--- src/design/rider_consts.svh ---
`ifndef RIDER_CONSTS_SVH
`define RIDER_CONSTS_SVH

// Firmware revision, packed into status word 0 as major.minor.patch
`define MAJOR_REV 8'd3
`define MINOR_REV 8'd1
`define PATCH_REV 8'd4

// Register map size
`define NUM_STATUS_REGS 19

// Enough to address all status words, upper codes read as zero
`define STATUS_ADDR_W 5

// Soft-error counter width, one full status word per count
`define CNT_W 32

`endif

--- src/design/rider_status_pkg.sv ---
`include "rider_consts.svh"

package rider_status_pkg;

  // One status word on the read port
  typedef logic [31:0] status_word_t;

  // Whole register map, word 0 in the low slice
  typedef logic [`NUM_STATUS_REGS-1:0][31:0] status_words_t;

  // Word 1 hard-error flags, MSB first so bit 0 is pll_unlock
  typedef struct packed {
    logic trig_type_from_cm;  // Bit 7
    logic trig_type_from_tt;
    logic trig_num_from_cm;
    logic trig_num_from_tt;
    logic data_corrupt;       // Bit 3, set by soft-error monitor
    logic trig_rate;
    logic unknown_ttc;        // Bit 1, set by soft-error monitor
    logic pll_unlock;         // Bit 0
  } hard_err_t;

  // External clock and clock synthesizer status
  typedef struct packed {
    logic daq_clk_sel;
    logic daq_clk_en;
    logic adcclk_clkin0_stat;
    logic adcclk_clkin1_stat;
    logic adcclk_stat_ld;  // Synthesizer lock detect
    logic adcclk_stat;
  } clk_stat_t;

  // DAQ link and TTC/TTS
  typedef struct packed {
    logic       daq_almost_full;
    logic       daq_ready;
    logic [3:0] tts_state;
    logic [5:0] ttc_chan_b_info;  // Channel B broadcast info
    logic       ttc_ready;
  } link_stat_t;

  // Controller FSM states, one-hot or encoded as each FSM keeps them
  typedef struct packed {
    logic [30:0] cm_state;   // Channel manager
    logic [3:0]  ttr_state;  // Trigger receiver
    logic [3:0]  cac_state;  // Channel acquisition controller
    logic [6:0]  tp_state;   // Trigger processor
  } fsm_state_t;

  // Acquisition setup
  typedef struct packed {
    logic [4:0] acq_readout_pause;
    logic [1:0] fill_type;
    logic [4:0] chan_en;         // One bit per digitizer channel
    logic       endianness_sel;
  } acq_stat_t;

  // Trigger information
  typedef struct packed {
    logic        trig_fifo_full;
    logic        acq_fifo_full;
    logic [3:0]  trig_delay;
    logic [7:0]  trig_settings;
    logic [23:0] trig_num;
    logic [43:0] trig_timestamp;  // Split over words 11 and 12
  } trig_stat_t;

  // Soft-error thresholds or counts, data_corrupt in the top slice
  typedef struct packed {
    logic [`CNT_W-1:0] data_corrupt;
    logic [`CNT_W-1:0] unknown_ttc;
    logic [`CNT_W-1:0] ddr3_overflow;
  } soft_err_t;

  // Same bits as soft_err_t, indexable by event kind
  // Index 2 data_corrupt, 1 unknown_ttc, 0 ddr3_overflow
  typedef logic [2:0][`CNT_W-1:0] soft_err_vec_t;

endpackage

--- src/design/rider_status_top.sv ---
`timescale 1ns/1ns
`include "rider_consts.svh"

module rider_status_top (
  input  logic                          clk,
  input  logic                          rst_n,
  // Soft-error event strobes
  input  logic                          ev_data_corrupt,
  input  logic                          ev_unknown_ttc,
  input  logic                          ev_ddr3_overflow,
  input  logic                          cnt_clear,
  input  rider_status_pkg::soft_err_t   thres,
  // Outside hard errors, MSB first
  // trig_type_from_cm, trig_type_from_tt, trig_num_from_cm, trig_num_from_tt,
  // trig_rate, pll_unlock
  input  logic [5:0]                    ext_err,
  input  logic [4:0]                    chan_error_rc,
  input  logic                          prog_chan_done,
  input  rider_status_pkg::clk_stat_t   clk_stat,
  input  rider_status_pkg::link_stat_t  link_stat,
  input  rider_status_pkg::fsm_state_t  fsm_state,
  input  rider_status_pkg::acq_stat_t   acq_stat,
  input  rider_status_pkg::trig_stat_t  trig_stat,
  // Register read port
  input  logic                          rd_strobe,
  input  logic [`STATUS_ADDR_W-1:0]     rd_addr,
  output logic [31:0]                   rdata,
  output logic                          rd_valid
);
  import rider_status_pkg::*;

  soft_err_t     counts;
  logic          err_data_corrupt;
  logic          err_unknown_ttc;
  logic          ddr3_overflow_warning;  // Monitor output, not in the register map
  hard_err_t     hard_err;
  status_words_t words;

  // Monitor flags slot into bits 3 and 1 of word 1
  assign hard_err = {ext_err[5:2], err_data_corrupt, ext_err[1], err_unknown_ttc,
                     ext_err[0]};

  soft_error_monitor i_monitor (
    .clk                   (clk),
    .rst_n                 (rst_n),
    .ev_data_corrupt       (ev_data_corrupt),
    .ev_unknown_ttc        (ev_unknown_ttc),
    .ev_ddr3_overflow      (ev_ddr3_overflow),
    .cnt_clear             (cnt_clear),
    .thres                 (thres),
    .counts                (counts),
    .err_data_corrupt      (err_data_corrupt),
    .err_unknown_ttc       (err_unknown_ttc),
    .ddr3_overflow_warning (ddr3_overflow_warning)
  );

  status_reg_block i_regs (
    .clk            (clk),
    .rst_n          (rst_n),
    .prog_chan_done (prog_chan_done),
    .hard_err       (hard_err),
    .chan_error_rc  (chan_error_rc),
    .clk_stat       (clk_stat),
    .link_stat      (link_stat),
    .fsm_state      (fsm_state),
    .acq_stat       (acq_stat),
    .trig_stat      (trig_stat),
    .thres          (thres),
    .counts         (counts),
    .words          (words)
  );

  status_read_port i_rd_port (
    .clk       (clk),
    .rst_n     (rst_n),
    .words     (words),
    .rd_strobe (rd_strobe),
    .rd_addr   (rd_addr),
    .rdata     (rdata),
    .rd_valid  (rd_valid)
  );

endmodule

--- src/design/soft_error_monitor.sv ---
`timescale 1ns/1ns
`include "rider_consts.svh"

module soft_error_monitor (
  input  logic                      clk,
  input  logic                      rst_n,
  input  logic                      ev_data_corrupt,   // One-cycle event strobes
  input  logic                      ev_unknown_ttc,
  input  logic                      ev_ddr3_overflow,
  input  logic                      cnt_clear,         // Zeroes counts and flags
  input  rider_status_pkg::soft_err_t thres,           // Zero disables a flag
  output rider_status_pkg::soft_err_t counts,
  output logic                      err_data_corrupt,
  output logic                      err_unknown_ttc,
  output logic                      ddr3_overflow_warning
);
  import rider_status_pkg::*;

  soft_err_vec_t cnt_q;     // Live counters
  soft_err_vec_t cnt_nxt;
  soft_err_vec_t thr;       // Thresholds as an array
  logic [2:0]    ev;
  logic [2:0]    flag_q;    // Sticky threshold flags
  logic [2:0]    flag_nxt;

  // Same slice order as the struct, data_corrupt on top
  assign ev  = {ev_data_corrupt, ev_unknown_ttc, ev_ddr3_overflow};
  assign thr = thres;

  always_comb begin
    for (int i = 0; i < 3; i++) begin
      // Hold at all ones instead of wrapping
      if (ev[i] && (cnt_q[i] != '1)) begin
        cnt_nxt[i] = cnt_q[i] + `CNT_W'(1);
      end else begin
        cnt_nxt[i] = cnt_q[i];
      end
      // Compare against next count so flag rises with the count
      flag_nxt[i] = flag_q[i] | ((thr[i] != '0) && (cnt_nxt[i] >= thr[i]));
    end
  end

  always_ff @(posedge clk) begin
    if (!rst_n || cnt_clear) begin  // Clear beats a same-cycle event
      cnt_q  <= '0;
      flag_q <= '0;
    end else begin
      cnt_q  <= cnt_nxt;
      flag_q <= flag_nxt;
    end
  end

  assign counts                = cnt_q;
  assign err_data_corrupt      = flag_q[2];
  assign err_unknown_ttc       = flag_q[1];
  assign ddr3_overflow_warning = flag_q[0];

  for (genvar g = 0; g < 3; g++) begin : g_chk
    // Only a clear can take a counter down
    a_cnt_monotonic: assert property (@(posedge clk) disable iff (!rst_n)
      ($past(rst_n) && !$past(cnt_clear)) |-> (cnt_q[g] >= $past(cnt_q[g])))
      else $error("soft-error counter %0d went down without clear", g);

    // Flags are sticky until cleared
    a_flag_sticky: assert property (@(posedge clk) disable iff (!rst_n)
      ($past(rst_n) && $past(flag_q[g]) && !$past(cnt_clear)) |-> flag_q[g])
      else $error("soft-error flag %0d dropped without clear", g);
  end

endmodule

--- src/design/status_read_port.sv ---
`timescale 1ns/1ns
`include "rider_consts.svh"

module status_read_port (
  input  logic                            clk,
  input  logic                            rst_n,
  input  rider_status_pkg::status_words_t words,
  input  logic                            rd_strobe,  // One read per strobe
  input  logic [`STATUS_ADDR_W-1:0]       rd_addr,
  output logic [31:0]                     rdata,      // Held between reads
  output logic                            rd_valid
);
  import rider_status_pkg::*;

  status_word_t sel_word;
  logic         addr_ok;

  // Upper address codes have no word behind them
  assign addr_ok  = rd_addr < `STATUS_ADDR_W'(`NUM_STATUS_REGS);
  assign sel_word = addr_ok ? words[rd_addr] : '0;

  always_ff @(posedge clk) begin
    if (!rst_n) begin
      rdata    <= '0;
      rd_valid <= 1'b0;
    end else begin
      rd_valid <= rd_strobe;  // Valid for exactly one cycle per strobe
      if (rd_strobe) begin
        rdata <= sel_word;
      end
    end
  end

  // Valid pulse tracks strobe with one cycle lag, no more, no less
  a_valid_follows_strobe: assert property (@(posedge clk) disable iff (!rst_n)
    $past(rst_n) |-> (rd_valid == $past(rd_strobe)))
    else $error("rd_valid out of step with rd_strobe");

endmodule

--- src/design/status_reg_block.sv ---
`timescale 1ns/1ns
`include "rider_consts.svh"

module status_reg_block (
  input  logic                          clk,
  input  logic                          rst_n,
  input  logic                          prog_chan_done,  // Channel FPGAs programmed
  input  rider_status_pkg::hard_err_t   hard_err,
  input  logic [4:0]                    chan_error_rc,
  input  rider_status_pkg::clk_stat_t   clk_stat,
  input  rider_status_pkg::link_stat_t  link_stat,
  input  rider_status_pkg::fsm_state_t  fsm_state,
  input  rider_status_pkg::acq_stat_t   acq_stat,
  input  rider_status_pkg::trig_stat_t  trig_stat,
  input  rider_status_pkg::soft_err_t   thres,
  input  rider_status_pkg::soft_err_t   counts,
  output rider_status_pkg::status_words_t words   // Registered snapshot
);
  import rider_status_pkg::*;

  // Significant width of each word, anything above must read zero
  localparam int unsigned USED_W [`NUM_STATUS_REGS] = '{
    31, 13, 2, 4, 2, 11, 31, 15, 13, 14, 24, 32, 12, 32, 32, 32, 32, 32, 32
  };

  status_words_t words_d;

  always_comb begin
    words_d = '0;
    // Firmware revision, bit 30 reports channel programming
    words_d[0]  = {1'b0, prog_chan_done, 6'd0, `MAJOR_REV, `MINOR_REV, `PATCH_REV};
    words_d[1]  = {19'd0, chan_error_rc, hard_err};  // Errors and warnings
    // External clock
    words_d[2]  = {30'd0, clk_stat.daq_clk_sel, clk_stat.daq_clk_en};
    // Clock synthesizer
    words_d[3]  = {28'd0, clk_stat.adcclk_clkin1_stat, clk_stat.adcclk_clkin0_stat,
                   clk_stat.adcclk_stat_ld, clk_stat.adcclk_stat};
    words_d[4]  = {30'd0, link_stat.daq_almost_full, link_stat.daq_ready};  // DAQ link
    // TTC/TTS
    words_d[5]  = {21'd0, link_stat.tts_state, link_stat.ttc_chan_b_info,
                   link_stat.ttc_ready};
    words_d[6]  = {1'b0, fsm_state.cm_state};  // FSM state 0
    // FSM state 1
    words_d[7]  = {17'd0, fsm_state.tp_state, fsm_state.cac_state, fsm_state.ttr_state};
    // Acquisition
    words_d[8]  = {19'd0, acq_stat.endianness_sel, acq_stat.acq_readout_pause,
                   acq_stat.fill_type, acq_stat.chan_en};
    // Trigger information
    words_d[9]  = {18'd0, trig_stat.trig_settings, trig_stat.acq_fifo_full,
                   trig_stat.trig_fifo_full, trig_stat.trig_delay};
    words_d[10] = {8'd0, trig_stat.trig_num};
    words_d[11] = trig_stat.trig_timestamp[31:0];           // Timestamp LSBs
    words_d[12] = {20'd0, trig_stat.trig_timestamp[43:32]}; // Timestamp MSBs
    // Threshold and count pairs
    words_d[13] = thres.data_corrupt;
    words_d[14] = counts.data_corrupt;  // From the monitor, not a checksum counter
    words_d[15] = thres.unknown_ttc;
    words_d[16] = counts.unknown_ttc;
    words_d[17] = thres.ddr3_overflow;
    words_d[18] = counts.ddr3_overflow;
  end

  // One cycle snapshot
  always_ff @(posedge clk) begin
    if (!rst_n) begin
      words <= '0;
    end else begin
      words <= words_d;
    end
  end

  for (genvar g = 0; g < `NUM_STATUS_REGS; g++) begin : g_chk
    // Padding of each word stays clear whatever the inputs
    a_pad_zero: assert property (@(posedge clk) disable iff (!rst_n)
      (words[g] >> USED_W[g]) == '0)
      else $error("status word %0d has bits set above bit %0d", g, USED_W[g] - 1);
  end

endmodule

--- config.mk ---
export PLATFORM = sky130hd
export DESIGN_NAME = rider_status_top
export DESIGN_NICKNAME = d
export VERILOG_FILES = /design/src/design/rider_status_pkg.sv /design/src/design/rider_status_top.sv /design/src/design/soft_error_monitor.sv /design/src/design/status_read_port.sv /design/src/design/status_reg_block.sv
export VERILOG_INCLUDE_DIRS = /design/src /design/src/design
export SDC_FILE = /design/constraint.sdc
export NUM_CORES = 1
export LEC_CHECK = 0
export BUFFER_PORTS_ARGS = -buffer_cell sky130_fd_sc_hd__clkbuf_2
export CAP_MARGIN = 15
export CORE_MARGIN = 4
export CORE_UTILIZATION = 57
export CTS_CLUSTER_DIAMETER = 30
export DETAILED_ROUTE_END_ITERATION = 8
export GPL_TIMING_DRIVEN = 0
export PLACE_DENSITY = 0.8
export SYNTH_ARGS = -nofsm -noshare
export SYNTH_HDL_FRONTEND = slang
export SYNTH_SLANG_ARGS = --single-unit
--- constraint.sdc ---
create_clock -name clk -period 4.1 [get_ports clk]
set_input_delay 0.615 -clock clk [delete_from_list [all_inputs] [get_ports clk]]
set_output_delay 0.615 -clock clk [all_outputs]
set_load 0.01 [all_outputs]
# ---- Word level (Yosys, flattened, before mapping)
# Cells that the tools add are included.
# W data, S select, Z words.
dict set report op_classes {
  n_addsub 3
  order_cmp 5
  eq_ne 3
  mux 7
  bitwise 3
  reduce_logical 11
}
# operator n
set ops {}
lappend ops {{$bmux W32 S5} 1}
lappend ops {{$mux W32} 5}
lappend ops {{$add A32 B1 Y32 const B} 3}
lappend ops {{$ge A32 B32 Y1} 3}
lappend ops {{$ne A32 B32 Y1 const B} 3}
lappend ops {{$reduce_bool A32 Y1} 3}
lappend ops {{$mux W18} 1}
lappend ops {{$logic_and A1 B1 Y1} 6}
lappend ops {{$lt A5 B6 Y1 const B} 1}
lappend ops {{$lt A5 B5 Y1 const B} 1}
lappend ops {{$or A1 B1 Y1} 3}
lappend ops {{$logic_not A1 Y1} 1}
lappend ops {{$logic_or A1 B1 Y1} 1}
dict set report totals {
  ff_bits 740
  inputBits 280
  output_inout_bits 33
  elab_cells 69
}

# ---- Longest topological paths before layout
# Gate-level depths: netlist of run 1.
dict set report logic_depth {
  ltp_word 6
  ltp_mapped 14
  mapped_depth_nobuf 12
}

# ---- By module
# From an unflattened synthesis of run 1, not the netlist that was laid out.
dict set report hier_totals {
  hier_cells 2803
  area_unflattened_um2 26817.0
}
# mod instances cells_each area_each_um2 seq_area_each_um2
set modules_own_cells {}
lappend modules_own_cells {status_reg_block 1 1015 11654.9 7347.0}
lappend modules_own_cells {soft_error_monitor 1 1042 8310.5 1981.9}
lappend modules_own_cells {status_read_port 1 746 6851.6 660.6}

# ---- Worst setup path after synthesis of run 1
# Ideal clock, no wire load.
dict set report synth_path {
  kind {reg2reg}
  from {reg i_monitor.cnt_q (netlist bit i_monitor.counts[46])}
  to {reg i_monitor.flag_q[1]}
  setup_ns 0.074
  arrival_time_ns 3.192
  required_time_ns 4.026
  slack_ns 0.833
  stages_incl_launch_ff 13
  path_buffers 2
  synth_period_minus_slack_ns 3.267
  cell_sequence {dfxtp_1 -> and4_1 -> buf_2 -> nand4_1 -> clkbuf_1 -> nand4b_1 -> nor3_1 -> xor2_1 -> ha_1 -> nand4_1 -> nor4_1 -> or4b_2 -> o21ai_0}
}
# item line
set synth_lines {}
lappend synth_lines {{start: declaration} soft_error_monitor.sv:19} ;# soft_err_vec_t cnt_q;
lappend synth_lines {{start signal: assignment} soft_error_monitor.sv:48} ;# cnt_q <= cnt_nxt;
lappend synth_lines {{end signal: assignment} soft_error_monitor.sv:49} ;# flag_q <= flag_nxt;
lappend synth_lines {{end: declaration} soft_error_monitor.sv:23} ;# logic [2:0] flag_q;

==> results of run 1 <==
==> path summary, 6_finish.rpt <==
path / depth (start not counted) / start / to
min reg2reg: 1 / i_rd_port.rdata[21] / i_rd_port.rdata[21]
max: 13 / i_monitor.counts[88] / i_monitor.flag_q[2]
min: 1 / rst_n / i_regs.words[16]
max reg2reg: 13 / i_monitor.counts[88] / i_monitor.flag_q[2]
==> through the flow <==
step	total power, mW	instances
2_1_floorplan	5.56	2205
3_3_place_gp	5.96	2982
3_5_place_dp	5.98	2982
4_1_cts	13.9	3156
5_1_grt	14.2	3156
6_report	13.9	3157
==> placed cells by master (no fill, tap or decap), drive strengths merged, types with 13 or more instances in the layout <==
cell	synthesis	final
nand4	32	32
mux4	27	27
a21oi	117	117
clkbuf	96	524
nand2b	46	46
mux2i	96	96
inv	74	92
dfxtp	498	498
o21ai	53	53
nor4	31	31
and4	15	15
clkinv	0	22
nand2	145	145
a211oi	13	13
and3	14	14
o22ai	19	19
ha	67	67
and2	395	395
o31ai	18	18
or4	25	25
nand3	41	41
or3	22	22
buf	37	37
nor2	71	71
mux2	20	20
nor3	31	31
xor2	34	34
xnor2	16	16
==> cell families (layout without fill, tap and decap cells) <==
kind of cell	count (synthesis)	after routing	synth area share
adder cells (fa/ha/maj)	67	67	0.0393
XOR/XNOR	50	50	0.0205
multiplexers	143	143	0.0842
flip-flops	498	498	0.468
buffers and inverters	207	690	0.0394
AO/OA/AOI/OAI	345	345	0.106
other	0	1	0
AND/OR/NAND/NOR	895	895	0.243
==> critical path, delay by kind of cell, from the launching register on <==
family                   cells  cell delay [ps]
AO/OA/AOI/OAI                3              700
XOR/XNOR                     1              190
adder cells (fa/ha/maj)      1              340
buffers and inverters        2              560
flip-flops                   1              310
AND/OR/NAND/NOR              6             1750
==> sequential cells by signal, indices dropped and copies added (netlist names), named ones only <==
name / cells
i_regs.words: 367
i_monitor.counts: 65
i_rd_port.rdata: 32
i_monitor.flag_q: 2
i_rd_port.rd_valid: 1
==> power breakdown <==
group	switching (mW)	internal, mW
Combinational	0.515	0.338
Clock	2.73	5.27
Sequential	0.0639	5.00
==> per-layer routing <==
layer	track usage	vias to the layer above	wire (µm)
li1	-	8542	-
met1	0.479	9038	30700
met2	0.580	1139	34500
met3	0.0817	198	7810
met4	0.133	4	2900
met5	0	-	27
==> area by class of cell <==
| type | instances | area (µm²) |
|---|---|---|
| Buffer | 133 | 563 |
| Fill cell | 2721 | 10000 |
| Clock inverter | 55 | 698 |
| Tap cell | 468 | 586 |
| Antenna cell | 1 | 2.50 |
| Sequential cell | 498 | 9970 |
| Clock buffer | 119 | 2620 |
| Timing Repair Buffer | 309 | 1550 |
| Multi-Input combinational cell | 1500 | 10500 |
| Inverter | 74 | 278 |
==> flow_metrics.tcl, run 1 <==
set metrics [dict create \
    status "complete, no violations" \
    fin_util 0.728 \
    yosysMostFrequentCell "dfxtp_1" \
    synth.distinct_cells 75 \
    io_pins 313 \
    die_x_um 201 \
    synth_area_leaders "dfxtp_1, and2_1, mux2i_1" \
    grt_setup_unrepaired "false" \
    synth-edff-count 0 \
    worstSkewPairLatency_ps 610 \
    power_per_cell_area_nw_per_um2 519 \
    ir_drop_mv 0.464 \
    ys_warn_count 0 \
    start_util 0.579 \
    post-place-ws_ps 194 \
    antenna_left 0 \
    critPathMaxStageDelay_ps 540 \
    cp-end-kind "flip-flop" \
    port_buffers 309 \
    clkTransAtPathRegs_ps 50 \
    grtUsageTotal 0.361 \
    area_delta_synth_final_pct 25.7 \
    setup_ws_ps 188 \
    critical_path.cell_chain "clkbuf_1, and4_1, nand4_1, buf_2, nor3_1, nor4b_1, xor2_1, ha_1, nand4_1, or4_1, o32ai_1, o211ai_1, a21oi_1" \
    cts_sinks 498 \
    dieArea_um2 40600 \
    hold_class "in2reg" \
    postCtsResizedCells 0 \
    crit_type "reg2reg" \
    setup_viol 0 \
    synth_cells 2205 \
    layout.nets 2957 \
    reg2reg_slack_ps 190 \
    critPathMaxFanout 10 \
    cts_buffers 94 \
    synth_top_area_cell "dfxtp_1" \
    synthTopCellsByCount "dfxtp_1, and2_1, nand2_1" \
    dr.pass1.iters 6 \
    row_count 70 \
    syn_area_um2 21300 \
    tns_ps 0 \
    whs_ps 187 \
    cts_hold_buf 0 \
    period_share 0.954 \
    relSlewSlack 0.410 \
    viasPerCell 5.99 \
    leakagePower_nw 11.6 \
    final-hold-violation-count 0 \
    grt_pass1_vias 18600 \
    die_h_um 201 \
    grt.overflow.total 0 \
    synth_flop_cell "dfxtp_1" \
    synth_seq_cells 498 \
    drc 0 \
    antenna_found_initial 3 \
    grt_pass1_wl_mm 112 \
    synth_top_area_share 0.468 \
    grt_max_degree 14 \
    arrival_ps 4450 \
    max_freq_mhz 256 \
    synth_nets 2552 \
    avgSynthCellArea_um2 9.67 \
    wl_mm 76.0 \
    drtIter0Drc 1813 \
    post-route-cell-area_um2 26800 \
    htreeDepth 3 \
    drv_cap 0 \
    drive_gt1_frac 0.215 \
    place_congestion 1.00 \
    cts_tree "done" \
    crit_path_top_delay_cell "or4_1" \
    async_flop_share 0 \
    post_cts_buffers 0 \
    crit_path_frequent_cell "nand4_1" \
    vias 18900 \
    cp.required_ps 4640 \
    worst_pin_slew_ps 885 \
    wire_per_inst_um 24.1 \
    clock-skew-final_ps 22.1 \
    cts_max_path_buffers 3 \
    place_area_um2 23400 \
    crit_path_start_kind "flip-flop" \
    finalCriticalPeriod_ps 3910 \
    place_hpwl_mm 58.3 \
    yosysSeqAreaShare 0.468 \
    slew_viol_final 0 \
    cts_root_buffer "clkbuf_16" \
    core_area_um2 36800 \
]
(Power assumes the default switching activity.)
==> inputs of run 2 (changes only) <==
--- a/config.mk
+++ b/config.mk
@@ -14,6 +14,7 @@
 export DETAILED_ROUTE_END_ITERATION = 8
 export GPL_TIMING_DRIVEN = 0
 export PLACE_DENSITY = 0.8
+export RECOVER_POWER = 25
 export SYNTH_ARGS = -nofsm -noshare
 export SYNTH_HDL_FRONTEND = slang
 export SYNTH_SLANG_ARGS = --single-unit
==> flow_metrics.tcl, run 2 (synthesis gave the netlist of run 1 again) <==
set metrics [dict create \
    status "complete, no violations" \
    reg2reg_slack_ps 180 \
    antenna_found_initial 3 \
    die_h_um 201 \
    slew_viol_final 0 \
    drv_cap 0 \
    post-place-ws_ps 194 \
    hold_class "in2reg" \
    max_freq_mhz 255 \
    cp.required_ps 4640 \
    ir_drop_mv 0.464 \
    layout_commonest_cell "dfxtp_1" \
    place_hpwl_mm 58.3 \
    row_count 70 \
    layout.nets 2957 \
    clock-skew-final_ps 25.6 \
    relSlewSlack 0.400 \
    crit_path_start_kind "flip-flop" \
    grt_setup_unrepaired "false" \
    fin_util 0.727 \
    dieArea_um2 40600 \
    cts_sinks 498 \
    arrival_ps 4460 \
    die_x_um 201 \
    finalCriticalPeriod_ps 3920 \
    drive_gt1_frac 0.202 \
    clkTransAtPathRegs_ps 50 \
    mostFrequentLayoutCells "dfxtp_1, and2_1, clkbuf_2" \
    grt_pass1_wl_mm 112 \
    grt_max_degree 14 \
    start_util 0.579 \
    cts_root_buffer "clkbuf_16" \
    antenna_left 0 \
    vias 18900 \
    final-hold-violation-count 0 \
    diodes 0 \
    leakagePower_nw 11.5 \
    regMostFlops "i_regs.words" \
    grt_pass1_vias 18600 \
    core_area_um2 36800 \
    fillers 2743 \
    drc 0 \
    wl_mm 76.0 \
    htreeDepth 3 \
    cp-end-kind "flip-flop" \
    io_pins 313 \
    worstSkewPairLatency_ps 620 \
    port_buffers 309 \
    critPathMaxFanout 10 \
    power_per_cell_area_nw_per_um2 520 \
    viasPerCell 6.00 \
    dr.pass1.iters 8 \
    worst_pin_slew_ps 895 \
    grt.overflow.total 0 \
    cts_max_path_buffers 3 \
    grtUsageTotal 0.361 \
    setup_viol 0 \
    cts_buffers 94 \
    wire_per_inst_um 24.1 \
    crit_type "reg2reg" \
    cts_tree "done" \
    area_delta_synth_final_pct 25.5 \
    drtIter0Drc 1706 \
    period_share 0.957 \
    setup_ws_ps 176 \
    place_congestion 1.00 \
    tns_ps 0 \
    cts_hold_buf 0 \
    largest_reg_flops 367 \
]
run 2: cell count changes in the layout (fill, tap and decap cells not counted), sizes merged:
cell,before,now
diode,1,0
run 2: routing by layer:
layer / track usage / part of all wire / vias to the layer above
met2: 0.580 / 0.45 / 1140
met5: 0 / 0.00036 / -
met1: 0.479 / 0.40 / 9061
li1: - / - / 8532
met4: 0.133 / 0.038 / 4
met3: 0.0817 / 0.11 / 193
run 2: critical path: stages, from the launching register on:
cell and delay (ps):
dfxtp_1 310, clkbuf_1 310, and4_1 290, nand4_1 200, buf_2 260, nor3_1 390
nor4b_1 180, xor2_1 180, ha_1 340, nand4_1 150, or4_1 540, o32ai_1 410
o211ai_1 130, a21oi_1 160
run 2: metrics by stage:
stage	power [mW]	hold slack [ps]	instances	instance area, µm²
5_1_grt	14.2	193	3156	26700
4_1_cts	13.9	151	3156	26800
3_3_place_gp	5.96	445	2982	23400
3_5_place_dp	5.98	445	2982	23400
2_1_floorplan	5.56	447	2205	21300
6_report	13.9	198	3156	26700
run 2: final cells by class:
class | count | area [µm²] | share of cell area
Buffer | 133 | 562 | 0.0210
Tap cell | 468 | 586 | 0.0219
Clock buffer | 119 | 2620 | 0.0980
Clock inverter | 55 | 698 | 0.0261
Timing Repair Buffer | 309 | 1500 | 0.0562
Sequential cell | 498 | 9970 | 0.373
Inverter | 74 | 278 | 0.0104
Multi-Input combinational cell | 1500 | 10500 | 0.394
run 2: worst paths after layout:
kind,start,endpoint,depth (start not counted)
max,i_monitor.counts[88],i_monitor.flag_q[2],13
min,fsm_state[6],i_regs.words[238],2
max reg2reg,i_monitor.counts[88],i_monitor.flag_q[2],13
min reg2reg,i_rd_port.rdata[21],i_rd_port.rdata[21],1
run 2: power by group:
part	internal [mW]	total [mW]	leakage, nW	switching [mW]
Sequential	5.00	5.07	4.09	0.0635
Clock	5.27	7.99	1.63	2.72
Combinational	0.334	0.851	5.75	0.517
run 2: repair_timing:
action,in CTS,in global routing
resized for setup,0,3
setup buffers,0,0
endpoints found under the setup margin,0,2
